==> src/verilog/rv32i_types.sv <==
package rv32i_types;

    // datapath width of the core
    parameter int xlen = 32;

    // register numbers address x0 to x31
    parameter int reg_idx_bits = 5;

    // register-register ALU operations handled by the execution lanes
    typedef enum logic [2:0] {
        op_add = 3'd0,
        op_sub = 3'd1,
        op_and = 3'd2,
        op_or  = 3'd3,
        op_xor = 3'd4,
        op_sll = 3'd5, // shift amount is the low 5 bits of operand b
        op_srl = 3'd6,
        op_slt = 3'd7  // signed compare, result is 1 or 0
    } alu_op_e;

endpackage : rv32i_types

==> src/verilog/rob_pkg.sv <==
package rob_pkg;

    // one reorder entry holds {done, dest, value}, msb first
    parameter int rob_entry_bits = 1 + rv32i_types::reg_idx_bits + rv32i_types::xlen;

    parameter int rob_value_lsb = 0;
    parameter int rob_dest_lsb = rob_value_lsb + rv32i_types::xlen;
    parameter int rob_done_bit = rob_dest_lsb + rv32i_types::reg_idx_bits; // top bit of the entry

    // the commit unit waits one cycle after every pop so that the
    // read-out of the new tail pair has caught up
    typedef enum logic {
        cs_look   = 1'b0,
        cs_settle = 1'b1
    } commit_state_e;

endpackage : rob_pkg

==> src/verilog/issue_if.sv <==
`timescale 1ns/100ps

interface issue_if #(
    parameter int DEPTH_BITS = 3
);
    import rv32i_types::*;

    logic valid; // high only in the cycle the pair is accepted
    alu_op_e op;
    logic [xlen-1:0] src_a;
    logic [xlen-1:0] src_b;
    logic [reg_idx_bits-1:0] dest;
    logic [DEPTH_BITS-1:0] rob_idx; // queue entry that receives the result

    // lanes never stall, so there is no ready signal
    modport dispatcher (output valid, op, src_a, src_b, dest, rob_idx);
    modport lane (input valid, op, src_a, src_b, dest, rob_idx);

endinterface : issue_if

==> src/verilog/circular_queue.sv <==
`timescale 1ns/100ps

module circular_queue #(
    parameter int WIDTH = 38,
    parameter int DEPTH = 8,
    parameter int DEPTH_BITS = 3
) (
    input logic clk,
    input logic rst,
    input logic push,
    input logic pop,
    input logic [WIDTH-1:0] in [2], // pair written at the head
    input logic [WIDTH-1:0] reg_in [2], // writeback values
    input logic [DEPTH_BITS-1:0] reg_select_in [2],
    input logic [DEPTH_BITS-1:0] reg_select_out [2],
    input logic [1:0] in_bitmask,
    input logic [1:0] out_bitmask,
    output logic empty,
    output logic full,
    output logic [WIDTH-1:0] out [2], // pair taken from the tail
    output logic [WIDTH-1:0] reg_out [2] // observed entries, one cycle late
);
    localparam logic [DEPTH_BITS:0] pair_step = (DEPTH_BITS + 1)'(2);

    logic [WIDTH-1:0] entries [DEPTH];
    logic [DEPTH_BITS:0] head; // extra msb tells a full queue from an empty one
    logic [DEPTH_BITS:0] tail;
    logic [DEPTH_BITS-1:0] head_lo;
    logic [DEPTH_BITS-1:0] head_hi;
    logic [DEPTH_BITS-1:0] tail_lo;
    logic [DEPTH_BITS-1:0] tail_hi;

    // pairs always start on an even slot, so the second slot never wraps
    assign head_lo = head[DEPTH_BITS-1:0];
    assign head_hi = head_lo + DEPTH_BITS'(1);
    assign tail_lo = tail[DEPTH_BITS-1:0];
    assign tail_hi = tail_lo + DEPTH_BITS'(1);

    assign empty = (head == tail);
    assign full = (head_lo == tail_lo) && (head[DEPTH_BITS] != tail[DEPTH_BITS]);

    always_ff @(posedge clk) begin
        if (rst) begin
            head <= '0;
            tail <= '0;
        end else begin
            if (push) head <= head + pair_step; // push and pop may share a cycle
            if (pop) tail <= tail + pair_step;
        end
    end

    always_ff @(posedge clk) begin
        if (rst) begin
            for (int i = 0; i < DEPTH; i++) begin
                entries[i] <= '0;
            end
        end else begin
            for (int k = 0; k < 2; k++) begin
                if (in_bitmask[k]) entries[reg_select_in[k]] <= reg_in[k];
            end
            // a fresh push overrides any writeback aimed at the same slot
            if (push) begin
                entries[head_lo] <= in[0];
                entries[head_hi] <= in[1];
            end
        end
    end

    always_ff @(posedge clk) begin
        if (pop) begin
            out[0] <= entries[tail_lo];
            out[1] <= entries[tail_hi];
        end
    end

    // read-out holds its value when a lane of the mask is off
    always_ff @(posedge clk) begin
        if (rst) begin
            reg_out[0] <= '0;
            reg_out[1] <= '0;
        end else begin
            for (int k = 0; k < 2; k++) begin
                if (out_bitmask[k]) reg_out[k] <= entries[reg_select_out[k]];
            end
        end
    end

    push_not_full: assert property (@(posedge clk) disable iff (rst) push |-> !full)
        else $error("push while the queue is full");

    pop_not_empty: assert property (@(posedge clk) disable iff (rst) pop |-> !empty)
        else $error("pop while the queue is empty");

endmodule : circular_queue

==> src/verilog/dispatch_unit.sv <==
`timescale 1ns/100ps

module dispatch_unit #(
    parameter int DEPTH_BITS = 3
) (
    input logic clk,
    input logic rst,
    input logic dispatch_valid,
    input rv32i_types::alu_op_e op0,
    input logic [rv32i_types::xlen-1:0] src_a0,
    input logic [rv32i_types::xlen-1:0] src_b0,
    input logic [rv32i_types::reg_idx_bits-1:0] dest0,
    input rv32i_types::alu_op_e op1,
    input logic [rv32i_types::xlen-1:0] src_a1,
    input logic [rv32i_types::xlen-1:0] src_b1,
    input logic [rv32i_types::reg_idx_bits-1:0] dest1,
    input logic full,
    output logic dispatch_ready,
    output logic push,
    output logic [rob_pkg::rob_entry_bits-1:0] in [2],
    issue_if.dispatcher issue0,
    issue_if.dispatcher issue1
);
    import rv32i_types::*;
    import rob_pkg::*;

    logic [DEPTH_BITS-1:0] head_idx; // mirrors the low bits of the queue head
    logic accept;

    assign dispatch_ready = !full;
    assign accept = dispatch_valid && !full;
    assign push = accept;

    always_ff @(posedge clk) begin
        if (rst) head_idx <= '0;
        else if (accept) head_idx <= head_idx + DEPTH_BITS'(2);
    end

    // new entries carry only the destination, done and value start cleared
    always_comb begin
        in[0] = '0;
        in[1] = '0;
        in[0][rob_dest_lsb +: reg_idx_bits] = dest0;
        in[1][rob_dest_lsb +: reg_idx_bits] = dest1;
    end

    assign issue0.valid = accept; // lane 0 takes the older instruction
    assign issue0.op = op0;
    assign issue0.src_a = src_a0;
    assign issue0.src_b = src_b0;
    assign issue0.dest = dest0;
    assign issue0.rob_idx = head_idx;

    assign issue1.valid = accept;
    assign issue1.op = op1;
    assign issue1.src_a = src_a1;
    assign issue1.src_b = src_b1;
    assign issue1.dest = dest1;
    assign issue1.rob_idx = head_idx + DEPTH_BITS'(1);

endmodule : dispatch_unit

==> src/verilog/exec_lane.sv <==
`timescale 1ns/100ps

module exec_lane #(
    parameter int DEPTH_BITS = 3
) (
    input logic clk,
    input logic rst,
    issue_if.lane issue,
    output logic wb_valid,
    output logic [DEPTH_BITS-1:0] wb_idx,
    output logic [rob_pkg::rob_entry_bits-1:0] wb_entry
);
    import rv32i_types::*;
    import rob_pkg::*;

    logic [xlen-1:0] result;
    logic [4:0] shamt;
    logic less;

    assign shamt = issue.src_b[4:0]; // upper bits of b are ignored for shifts
    assign less = $signed(issue.src_a) < $signed(issue.src_b);

    always_comb begin
        case (issue.op)
            op_add: result = issue.src_a + issue.src_b;
            op_sub: result = issue.src_a - issue.src_b;
            op_and: result = issue.src_a & issue.src_b;
            op_or: result = issue.src_a | issue.src_b;
            op_xor: result = issue.src_a ^ issue.src_b;
            op_sll: result = issue.src_a << shamt;
            op_srl: result = issue.src_a >> shamt; // logical, zero fill
            op_slt: result = {{(xlen - 1){1'b0}}, less};
            default: result = '0;
        endcase
    end

    always_ff @(posedge clk) begin
        if (rst) wb_valid <= 1'b0;
        else wb_valid <= issue.valid;
    end

    // the whole entry is rebuilt so the destination survives the writeback
    always_ff @(posedge clk) begin
        if (issue.valid) begin
            wb_idx <= issue.rob_idx;
            wb_entry[rob_done_bit] <= 1'b1;
            wb_entry[rob_dest_lsb +: reg_idx_bits] <= issue.dest;
            wb_entry[rob_value_lsb +: xlen] <= result;
        end
    end

    // back-to-back writebacks of one lane belong to consecutive pairs
    single_writeback: assert property (@(posedge clk) disable iff (rst)
        (wb_valid && $past(wb_valid)) |-> (wb_idx == $past(wb_idx) + DEPTH_BITS'(2)))
        else $error("back-to-back writebacks do not target consecutive pairs");

endmodule : exec_lane

==> src/verilog/commit_unit.sv <==
`timescale 1ns/100ps

module commit_unit #(
    parameter int DEPTH_BITS = 3
) (
    input logic clk,
    input logic rst,
    input logic [rob_pkg::rob_entry_bits-1:0] reg_out [2],
    input logic [rob_pkg::rob_entry_bits-1:0] out [2],
    input logic empty,
    output logic [DEPTH_BITS-1:0] reg_select_out [2],
    output logic [1:0] out_bitmask,
    output logic pop,
    output logic commit_valid,
    output logic [rv32i_types::reg_idx_bits-1:0] commit_dest0,
    output logic [rv32i_types::xlen-1:0] commit_value0,
    output logic [rv32i_types::reg_idx_bits-1:0] commit_dest1,
    output logic [rv32i_types::xlen-1:0] commit_value1
);
    import rv32i_types::*;
    import rob_pkg::*;

    commit_state_e state;
    logic [DEPTH_BITS-1:0] tail_idx; // tracks the queue tail in step with pop
    logic seen_nonempty; // read-out was taken while the tail pair was live
    logic pair_done;

    assign reg_select_out[0] = tail_idx;
    assign reg_select_out[1] = tail_idx + DEPTH_BITS'(1);
    assign out_bitmask = {2{!empty}};

    // done flags left over from the previous lap are ignored until the
    // read-out has been refreshed after the queue filled again
    assign pair_done = reg_out[0][rob_done_bit] && reg_out[1][rob_done_bit];
    assign pop = (state == cs_look) && seen_nonempty && !empty && pair_done;

    always_ff @(posedge clk) begin
        if (rst) begin
            state <= cs_look;
            tail_idx <= '0;
            seen_nonempty <= 1'b0;
            commit_valid <= 1'b0;
        end else begin
            seen_nonempty <= !empty;
            commit_valid <= pop; // the popped pair lands on out at the same edge
            case (state)
                cs_look: begin
                    if (pop) begin
                        tail_idx <= tail_idx + DEPTH_BITS'(2);
                        state <= cs_settle;
                    end
                end
                cs_settle: state <= cs_look;
                default: state <= cs_look;
            endcase
        end
    end

    assign commit_dest0 = out[0][rob_dest_lsb +: reg_idx_bits];
    assign commit_value0 = out[0][rob_value_lsb +: xlen];
    assign commit_dest1 = out[1][rob_dest_lsb +: reg_idx_bits];
    assign commit_value1 = out[1][rob_value_lsb +: xlen];

    // the pair the queue hands over from its own tail must already be done
    pop_when_done: assert property (@(posedge clk) disable iff (rst)
        pop |=> (out[0][rob_done_bit] && out[1][rob_done_bit]))
        else $error("pair popped before both results were written back");

endmodule : commit_unit

==> src/verilog/dual_issue_rob.sv <==
`timescale 1ns/100ps

module dual_issue_rob #(
    parameter int DEPTH = 8, // must be even and at least 4
    parameter int DEPTH_BITS = 3
) (
    input logic clk,
    input logic rst,
    input logic dispatch_valid,
    output logic dispatch_ready,
    input rv32i_types::alu_op_e op0,
    input logic [rv32i_types::xlen-1:0] src_a0,
    input logic [rv32i_types::xlen-1:0] src_b0,
    input logic [rv32i_types::reg_idx_bits-1:0] dest0,
    input rv32i_types::alu_op_e op1,
    input logic [rv32i_types::xlen-1:0] src_a1,
    input logic [rv32i_types::xlen-1:0] src_b1,
    input logic [rv32i_types::reg_idx_bits-1:0] dest1,
    output logic commit_valid,
    output logic [rv32i_types::reg_idx_bits-1:0] commit_dest0,
    output logic [rv32i_types::xlen-1:0] commit_value0,
    output logic [rv32i_types::reg_idx_bits-1:0] commit_dest1,
    output logic [rv32i_types::xlen-1:0] commit_value1
);
    import rob_pkg::*;

    logic push;
    logic pop;
    logic full;
    logic empty;
    logic [rob_entry_bits-1:0] q_in [2];
    logic [rob_entry_bits-1:0] q_out [2];
    logic [rob_entry_bits-1:0] wb_entry [2];
    logic [DEPTH_BITS-1:0] wb_idx [2];
    logic [1:0] wb_valid;
    logic [rob_entry_bits-1:0] rd_entry [2];
    logic [DEPTH_BITS-1:0] rd_idx [2];
    logic [1:0] rd_mask;

    issue_if #(.DEPTH_BITS(DEPTH_BITS)) issue0 ();
    issue_if #(.DEPTH_BITS(DEPTH_BITS)) issue1 ();

    dispatch_unit #(.DEPTH_BITS(DEPTH_BITS)) dispatch (
        .clk(clk), .rst(rst), .dispatch_valid(dispatch_valid),
        .op0(op0), .src_a0(src_a0), .src_b0(src_b0), .dest0(dest0),
        .op1(op1), .src_a1(src_a1), .src_b1(src_b1), .dest1(dest1),
        .full(full), .dispatch_ready(dispatch_ready), .push(push), .in(q_in),
        .issue0(issue0.dispatcher), .issue1(issue1.dispatcher)
    );

    exec_lane #(.DEPTH_BITS(DEPTH_BITS)) lane0 (
        .clk(clk), .rst(rst), .issue(issue0.lane),
        .wb_valid(wb_valid[0]), .wb_idx(wb_idx[0]), .wb_entry(wb_entry[0])
    );

    exec_lane #(.DEPTH_BITS(DEPTH_BITS)) lane1 (
        .clk(clk), .rst(rst), .issue(issue1.lane),
        .wb_valid(wb_valid[1]), .wb_idx(wb_idx[1]), .wb_entry(wb_entry[1])
    );

    circular_queue #(.WIDTH(rob_entry_bits), .DEPTH(DEPTH), .DEPTH_BITS(DEPTH_BITS)) rob (
        .clk(clk), .rst(rst), .push(push), .pop(pop), .in(q_in),
        .reg_in(wb_entry), .reg_select_in(wb_idx), .reg_select_out(rd_idx),
        .in_bitmask(wb_valid), .out_bitmask(rd_mask),
        .empty(empty), .full(full), .out(q_out), .reg_out(rd_entry)
    );

    commit_unit #(.DEPTH_BITS(DEPTH_BITS)) commit (
        .clk(clk), .rst(rst), .reg_out(rd_entry), .out(q_out), .empty(empty),
        .reg_select_out(rd_idx), .out_bitmask(rd_mask), .pop(pop),
        .commit_valid(commit_valid),
        .commit_dest0(commit_dest0), .commit_value0(commit_value0),
        .commit_dest1(commit_dest1), .commit_value1(commit_value1)
    );

endmodule : dual_issue_rob

==> config.mk <==
export PLATFORM = sky130hd
export DESIGN_NAME = dual_issue_rob
export DESIGN_NICKNAME = d
export VERILOG_FILES = /design/src/verilog/rv32i_types.sv /design/src/verilog/rob_pkg.sv /design/src/verilog/issue_if.sv /design/src/verilog/circular_queue.sv /design/src/verilog/dispatch_unit.sv /design/src/verilog/exec_lane.sv /design/src/verilog/commit_unit.sv /design/src/verilog/dual_issue_rob.sv
export SDC_FILE = /design/constraint.sdc
export NUM_CORES = 1
export LEC_CHECK = 0
export BUFFER_PORTS_ARGS = -buffer_cell sky130_fd_sc_hd__clkbuf_2
export CAP_MARGIN = 20
export CORE_ASPECT_RATIO = 1.75
export CORE_UTILIZATION = 60
export CTS_CLUSTER_SIZE = 16
export DETAILED_ROUTE_END_ITERATION = 6
export PLACE_DENSITY = 0.79
export SYNTH_ARGS = -nofsm -noshare
export SYNTH_HDL_FRONTEND = slang
export SYNTH_SLANG_ARGS = --single-unit
==> constraint.sdc <==
create_clock -name clk -period 8.61 [get_ports clk]
set_input_delay 1.722 -clock clk [delete_from_list [all_inputs] [get_ports clk]]
set_output_delay 1.722 -clock clk [all_outputs]
set_load 0.02 [all_outputs]
==> results of run 1 <==
flip-flops by register name (all words and copies together), names as in the netlist:
register,flops
lane1.wb_idx,2
commit.state,1
rob.out,74
dispatch.issue0.rob_idx,2
rob.entries,300
lane1.wb_valid,1
commit.tail_idx,2
rob.tail,3
rob.reg_out,1
commit.commit_valid,1
rob.head,3
lane0.wb_entry,37
lane1.wb_entry,37
commit.seen_nonempty,1
path summary, 6_finish.rpt:
check                                   from            endpoint  slack (ns)  cells after the start
hold reg to reg   dispatch.issue0.rob_idx[2]     lane1.wb_idx[2]        0.46                      0
setup reg to reg                 rob.tail[1]  rob.entries[5][34]        4.87                      8
hold / removal    dispatch.issue0.rob_idx[2]     lane1.wb_idx[2]        0.46                      0
setup / recovery                   src_b0[1]  lane0.wb_entry[31]        3.08                     13
power by group through the flow:
stage	Combinational, uW	Clock (uW)	Sequential, uW
4_1_cts	1360	1840	2480
6_report	1430	1820	2480
2_1_floorplan	898	0	2490
5_1_grt	1500	1910	2490
3_3_place_gp	1360	0	2520
3_5_place_dp	1360	0	2530
per-stage QoR:
| stage | hold slack (ns) | setup WS, ns | std cells |
|---|---|---|---|
| 2_1_floorplan | 0.428 | 3.19 | 3660 |
| 3_3_place_gp | 0.435 | 2.62 | 4333 |
| 3_5_place_dp | 0.441 | 2.63 | 4333 |
| 4_1_cts | 0.464 | 3.25 | 4407 |
| 5_1_grt | 0.480 | 2.97 | 4411 |
| 6_report | 0.462 | 3.08 | 4411 |
metal layers:
metal  routed length [um]  global-route usage
met5                   54                   0
met4                10600               0.320
met3                12400              0.0858
met2                57600               0.695
met1                44100               0.533
layout make-up:
class	instances	area share
Antenna cell	3	0.000211
Inverter	220	0.0232
Sequential cell	465	0.315
Tap cell	690	0.0243
Timing Repair Buffer	274	0.0423
Multi-Input combinational cell	2685	0.558
Clock inverter	19	0.00521
Clock buffer	55	0.0314
cells by family (layout without fill, tap and decap cells):
group	Yosys count	after routing	share of synthesized area
compound gates	1211	1211	0.251
simple gates	977	977	0.133
buf+inv	510	568	0.0599
flops	465	465	0.340
mux	241	241	0.124
fa+ha+maj	204	204	0.0783
xor+xnor	52	52	0.0138
other cells	0	3	0
critical path, stage by stage:
cell	delay, ns
clkbuf_2	0.07
buf_4	0.54
inv_1	0.44
ha_1	0.44
nor2_1	0.15
o311ai_0	0.27
o211ai_1	0.39
a21oi_1	0.20
nor3_1	0.80
nor2_1	0.23
a211o_1	0.34
a31oi_1	0.17
nand2_1	0.07
placed cells by master (no fill, tap or decap), types with 36 or more instances in the layout:
cell	Yosys	final
a211oi_1	36	36
a21o_1	39	39
a21oi_1	303	303
a22o_1	196	196
a22oi_1	59	59
a31oi_1	36	36
buf_4	1	52
clkbuf_16	0	41
clkbuf_2	0	220
dfxtp_1	275	273
edfxtp_1	190	190
ha_1	199	199
inv_1	213	213
mux2i_1	92	92
mux4_2	132	132
nand2_1	326	326
nand3_1	150	148
nor2_1	278	276
nor3_1	58	54
o211ai_1	52	52
o21ai_0	183	183
o22ai_1	79	79
==> results.env, run 1 <==
GR-TOTAL-OVERFLOW=0
DIEAREA_UM2=55900
NUM-NETS-FINAL=4036
MAX-CAP-VIOLATIONS=0
POST-CTS-SETUP-BUFFER-COUNT=0
DIE-HEIGHT_UM=312
LAYOUT_CELL_SHARE_WITH_DRIVE_STRENGTH_BEYOND_1=0.143
FINAL_CYCLE_SHARE=0.642
SYN-INSTANCE-COUNT=3660
HOLD_PATH_CLASS='reg -> reg'
SETUP-VIOLATIONS-FINAL=0
FAILING_CHECKS='design-rule violations'
AREA_GROWTH_FROM_SYNTHESIS_TO_FINAL_LAYOUT_PCT=7.92
RSZ0062_AT_GRT='false'
IOPINCOUNT=223
POST_CTS_RESIZE_COUNT=0
DETAIL_ROUTE.FIRST_PASS.ITERATIONS=7
GRT_PASS1_VIAS=30400
PLACEDINSTANCEAREA_UM2=34300
FINAL-SEQ-AREA_UM2=11200
ROW_COUNT=113
SYNTH_WARNINGS=0
SYNTH_SEQ_AREA_SHARE=0.340
SYNTH-SEQ-CELLS=465
SEQ_POWER_SHARE=0.433
SWITCHING_POWER_uW=1900
KIND_OF_LAUNCH_POINT_OF_THE_WORST_SETUP_PATH='primary input'
REMAINING_DRC_ERRORS=56
UTILIZATION=0.655
SYNTH_EDF_COUNT=190
CTS-BUFFERS-INSERTED=40
SYNTH_TOP_AREA_CELLS='edfxtp_1 17%, dfxtp_1 17%, mux4_2 9.0%, ha_1 7.6%, a22o_1 5.2%'
GRT_PASS1_WL_MM=186
MULTI_INPUT_GATE_AREA_UM2=19900
PERIOD_NEEDED_NS=5.53
MOST_FREQUENTLY_USED_FLOP_MASTER_AFTER_SYNTHESIS='dfxtp_1'
TIMING.CRITICAL_PATH.FANOUT_MAX=67
GROUTE.USAGE.OVERALL=0.441
MAX_FREQ_MHz=181
ANTENNA_FOUND_INITIAL=8
OUTCOME='finished, violations left'
VIAS_PER_CELL=7.16
FINALHOLDVIOLCOUNT=0
SWITCHING_SHARE=0.331
CRIT_ARRIVAL_NS=5.87
FLOORPLAN.INITIALDENSITY=0.607
IR_DROP_mV=0.154
MAX_SLEW.WORST_PIN.SLEW_NS=1.14
SYN-MEAN-INSTANCE-AREA_UM2=9.01
CLK_TRANSITION_REPORTED_PATHS_NS=0.07
ANTENNA_VIOLATING_NETS_LEFT=0
P_LEAK_uW=0.0144
CRIT_PATH_END_KIND='flip-flop'
CTS.HOLD.BUFFERS_ADDED=0
CLOCKBUFFERDEPTH=3
CLK_ROOT_BUFFER_CELL='clkbuf_16'
CLOCK_INSERTION_DELAY_WORST_SKEW_NS=0.58
WORST_EP_REQUIRED_TIME_NS=8.94
SYN-NUM-NETS=4010
YOSYSTOPAREACELL='edfxtp_1'
ROUTED_WL_MM=125
FINAL-MAX-SLEW-VIOLATION-COUNT=0
DR_TOTAL_VIAS=31600
WL_PER_CELL_UM=28.3
CORE_UM2=54300
CELL_INTERNAL_PWR_uW=3840
HTREEDEPTH=2
FILLERINSTANCES=4527
RELSLEWSLACK=0.240
WORST_CLOCK_SKEW_NS=0.0427
DRT_FIRST_ITER_VIOLATIONS=3876
PORT-BUFFER-COUNT=222
CELLPOWERDENSITY_nW_PER_UM2=161
DIE_W_UM=179
TIMING.SETUP.TNS_NS=0
TOTALPOWERFINAL_uW=5740
NETLIST_AREA_UM2=33000
GP_CONGESTION=1.06
YOSYS.CELL_TYPES.COUNT=85
SYNTH_MOST_COMMON_CELL='nand2_1'
NETLIST_TOP_CELLS_COUNT='326 x nand2_1, 303 x a21oi_1, 278 x nor2_1'
SYNTH_LARGEST_TYPE_AREA_FRACTION=0.173
CTS_TREE='built'
CTS_NUM_SINKS=465
DESIGN_AREA_UM2=35600
CLOCK_POWER_SHARE=0.318
GRT_MAX_DEGREE=86
HPWLAFTERDP_MM=89.7
TIMING_WORST_SETUP_PATH_TYPE='in -> reg'
POSTSYNTH.ASYNCRESETSHARE=0
POWER_FRAC_COMB=0.249
No activity file was read; power rests on OpenSTA's default activity.
==> inputs of run 2 (changes only) <==
CORE_UTILIZATION = 56   (was 60)
PLACE_DENSITY = 0.78   (was 0.79)
clock period = 4.75 ns   (was 8.61 ns; I/O delays follow)
==> results.env, run 2 (synthesis results as in run 1) <==
ROUTED_WL_MM=124
NUM-NETS-FINAL=4129
IOPINCOUNT=223
UTILIZATION=0.625
CLOCK_INSERTION_DELAY_WORST_SKEW_NS=0.57
CRIT_PATH_END_KIND='flip-flop'
SWITCHING_SHARE=0.326
GROUTE.USAGE.OVERALL=0.412
REGTOREGENDPOINT='rob.entries[0][36]'
HOLD_PATH_DEPTH=2
CELL_INTERNAL_PWR_uW=6980
DIE-HEIGHT_UM=323
SEQ_POWER_SHARE=0.433
POWER_FRAC_COMB=0.262
P_LEAK_uW=0.0149
WL_PER_CELL_UM=27.1
CP_NUM_CELLS=14
TIMING_WORST_SETUP_PATH_TYPE='in -> reg'
CLOCK_POWER_SHARE=0.305
RSZ0062_AT_GRT='false'
FINAL-MAX-SLEW-VIOLATION-COUNT=0
MAX_SLEW.WORST_PIN.SLEW_NS=0.934
HPWLAFTERDP_MM=92.2
FINAL_COMMON_CELL='nand2_1'
IR_DROP_mV=0.266
TIMING.CRITICAL_PATH.FANOUT_MAX=4
WORST_CLOCK_SKEW_NS=0.0224
REMAINING_DRC_ERRORS=0
FLOORPLAN.INITIALDENSITY=0.567
PRECTSSETUPSLACK_NS=0.381
TIMING.CRITICAL_PATH.SLOWEST_CELL_DELAY_NS=0.64
WORST_PATH_MOST_REPEATED_CELL='inv_1'
MAX_FREQ_MHz=255
SWITCHING_POWER_uW=3370
WORST_R2R_STARTPOINT='rob.tail[2]'
TIMING.SETUP.TNS_NS=0
FINALHOLDVIOLCOUNT=0
PORT-BUFFER-COUNT=222
REG.LARGEST.LIST='rob.entries: 300 flops, rob.out: 74 flops'
CTS.HOLD.BUFFERS_ADDED=0
WHS_ENDPOINT='rob.entries[6][3]'
SETUP-VIOLATIONS-FINAL=0
DETAIL_ROUTE.FIRST_PASS.ITERATIONS=7
DR_TOTAL_VIAS=31600
GR-TOTAL-OVERFLOW=0
CORE_UM2=58100
LAYOUT.CELLS.MOST_COMMON_LIST='326 x nand2_1, 303 x a21oi_1, 276 x nor2_1'
LARGEST_REGISTER_FFS=300
OUTCOME='finished, final reports clean'
KIND_OF_LAUNCH_POINT_OF_THE_WORST_SETUP_PATH='primary input'
LAYOUT_CELL_SHARE_WITH_DRIVE_STRENGTH_BEYOND_1=0.162
POSTLAYOUTSETUPSLACKWORST_NS=0.821
FINAL_CYCLE_SHARE=0.827
RELSLEWSLACK=0.372
CLK_ROOT_BUFFER_CELL='clkbuf_16'
HTREEDEPTH=2
SEQUENCE_OF_CELLS_ON_THE_CRITICAL_PATH='clkbuf_2, inv_1, ha_1, inv_1, fa_1, nor2b_1, o221ai_1, a21oi_1, o211ai_1, a2111oi_2, nor2_1, o31a_1, a221oi_1, o21ai_1'
GRT_PASS1_VIAS=30200
WORST_R2R_PATH_DEPTH=8
AREA_GROWTH_FROM_SYNTHESIS_TO_FINAL_LAYOUT_PCT=10.3
CTS-BUFFERS-INSERTED=38
TOTALPOWERFINAL_uW=10400
POST_CTS_RESIZE_COUNT=0
FIN_WORST_HOLD_SLACK_NS=0.465
POST-CTS-SETUP-BUFFER-COUNT=0
CRIT_ARRIVAL_NS=4.23
TOP_REGISTER='rob.entries'
CLOCKBUFFERDEPTH=3
CP_TOP_FAMILY='compound AO/OA/AOI/OAI gates'
CTS_NUM_SINKS=465
HOLD_PATH_CLASS='reg -> reg'
ANTENNA_VIOLATING_NETS_LEFT=0
DIEAREA_UM2=59900
CELLPOWERDENSITY_nW_PER_UM2=285
ANTENNA_FOUND_INITIAL=5
MAX-CAP-VIOLATIONS=0
SETUP_SLACK_OF_THE_MOST_CRITICAL_REG_TO_REG_PATH_NS=1.42
DIE_W_UM=185
MIN-DELAY-START='rob.entries[6][3]'
PERIOD_NEEDED_NS=3.93
WORST_EP_REQUIRED_TIME_NS=5.05
FILLERINSTANCES=5020
GP_CONGESTION=1.04
DRT_FIRST_ITER_VIOLATIONS=3571
CTS_TREE='built'
WORST_PATH_MAX_DELAY_CELL='a2111oi_2'
CLK_TRANSITION_REPORTED_PATHS_NS=0.07
GRT_MAX_DEGREE=83
ROW_COUNT=117
CRITICAL_PATH.N_BUFFERS_INVERTERS=3
VIAS_PER_CELL=6.90
GRT_PASS1_WL_MM=186
-- run 2: cell types whose count changed in the layout (fill, tap and decap cells not counted), moves of 3 or more --
cell,before,now
buf_4,52,145
buf_12,0,3
clkinv_1,8,5
clkbuf_1,10,15
clkinv_2,8,2
-- run 2: area by class of cell --
class / instances / area [um^2] / share of cell area
multi-input combinational: 2685 / 19800 / 0.546
sequential: 465 / 11200 / 0.309
tap: 773 / 967 / 0.0266
clock inverter: 9 / 125 / 0.00344
antenna: 2 / 5.00 / 0.000138
inverter: 220 / 826 / 0.0227
timing repair buffer: 369 / 2250 / 0.0620
clock buffer: 60 / 1110 / 0.0306
-- run 2: how the worst max path moves through the flow --
| stage | slack, ns | end | from |
|---|---|---|---|
| finish | 0.82 | lane1.wb_entry[26] | src_a1[0] |
| global route | 0.61 | lane1.wb_entry[26] | src_a1[0] |
| CTS | 0.97 | lane1.wb_entry[26] | src_a1[0] |
| detailed placement | 0.38 | lane1.wb_entry[26] | src_a1[0] |
| global placement | 0.41 | lane1.wb_entry[26] | src_a1[13] |
| floorplan | 0.10 | lane1.wb_entry[26] | src_b1[2] |
-- run 2: worst min-delay path: cells and delay by family, from the launching register on --
family,cells,cell delay (ns)
AOI/OAI and AO/OA,1,0.06
and+or+nand+nor,1,0.06
DFF,1,0.31
-- run 2: stage by stage --
| step | instance area, um^2 | instances |
|---|---|---|
| 4_1_cts | 36300 | 4580 |
| 5_1_grt | 36300 | 4581 |
| 3_5_place_dp | 35100 | 4511 |
| 2_1_floorplan | 33000 | 3660 |
| 6_report | 36300 | 4583 |
| 3_3_place_gp | 35100 | 4510 |
-- run 2: layer usage --
layer	share of wire	wire (um)	global-route usage	vias up
met5	0.00050	62	0	-
met4	0.076	9500	0.274	10
met3	0.086	10700	0.0578	462
met1	0.37	45800	0.505	15200
li1	-	-	-	13900
met2	0.47	58200	0.670	2028
-- run 2: power groups by stage --
stage | Combinational [uW] | Sequential, uW | Clock, uW
floorplan | 1630 | 4510 | 0
global placement | 2600 | 4560 | 0
detailed placement | 2600 | 4570 | 0
CTS | 2610 | 4480 | 3200
global route | 2850 | 4500 | 3330
finish | 2710 | 4480 | 3160
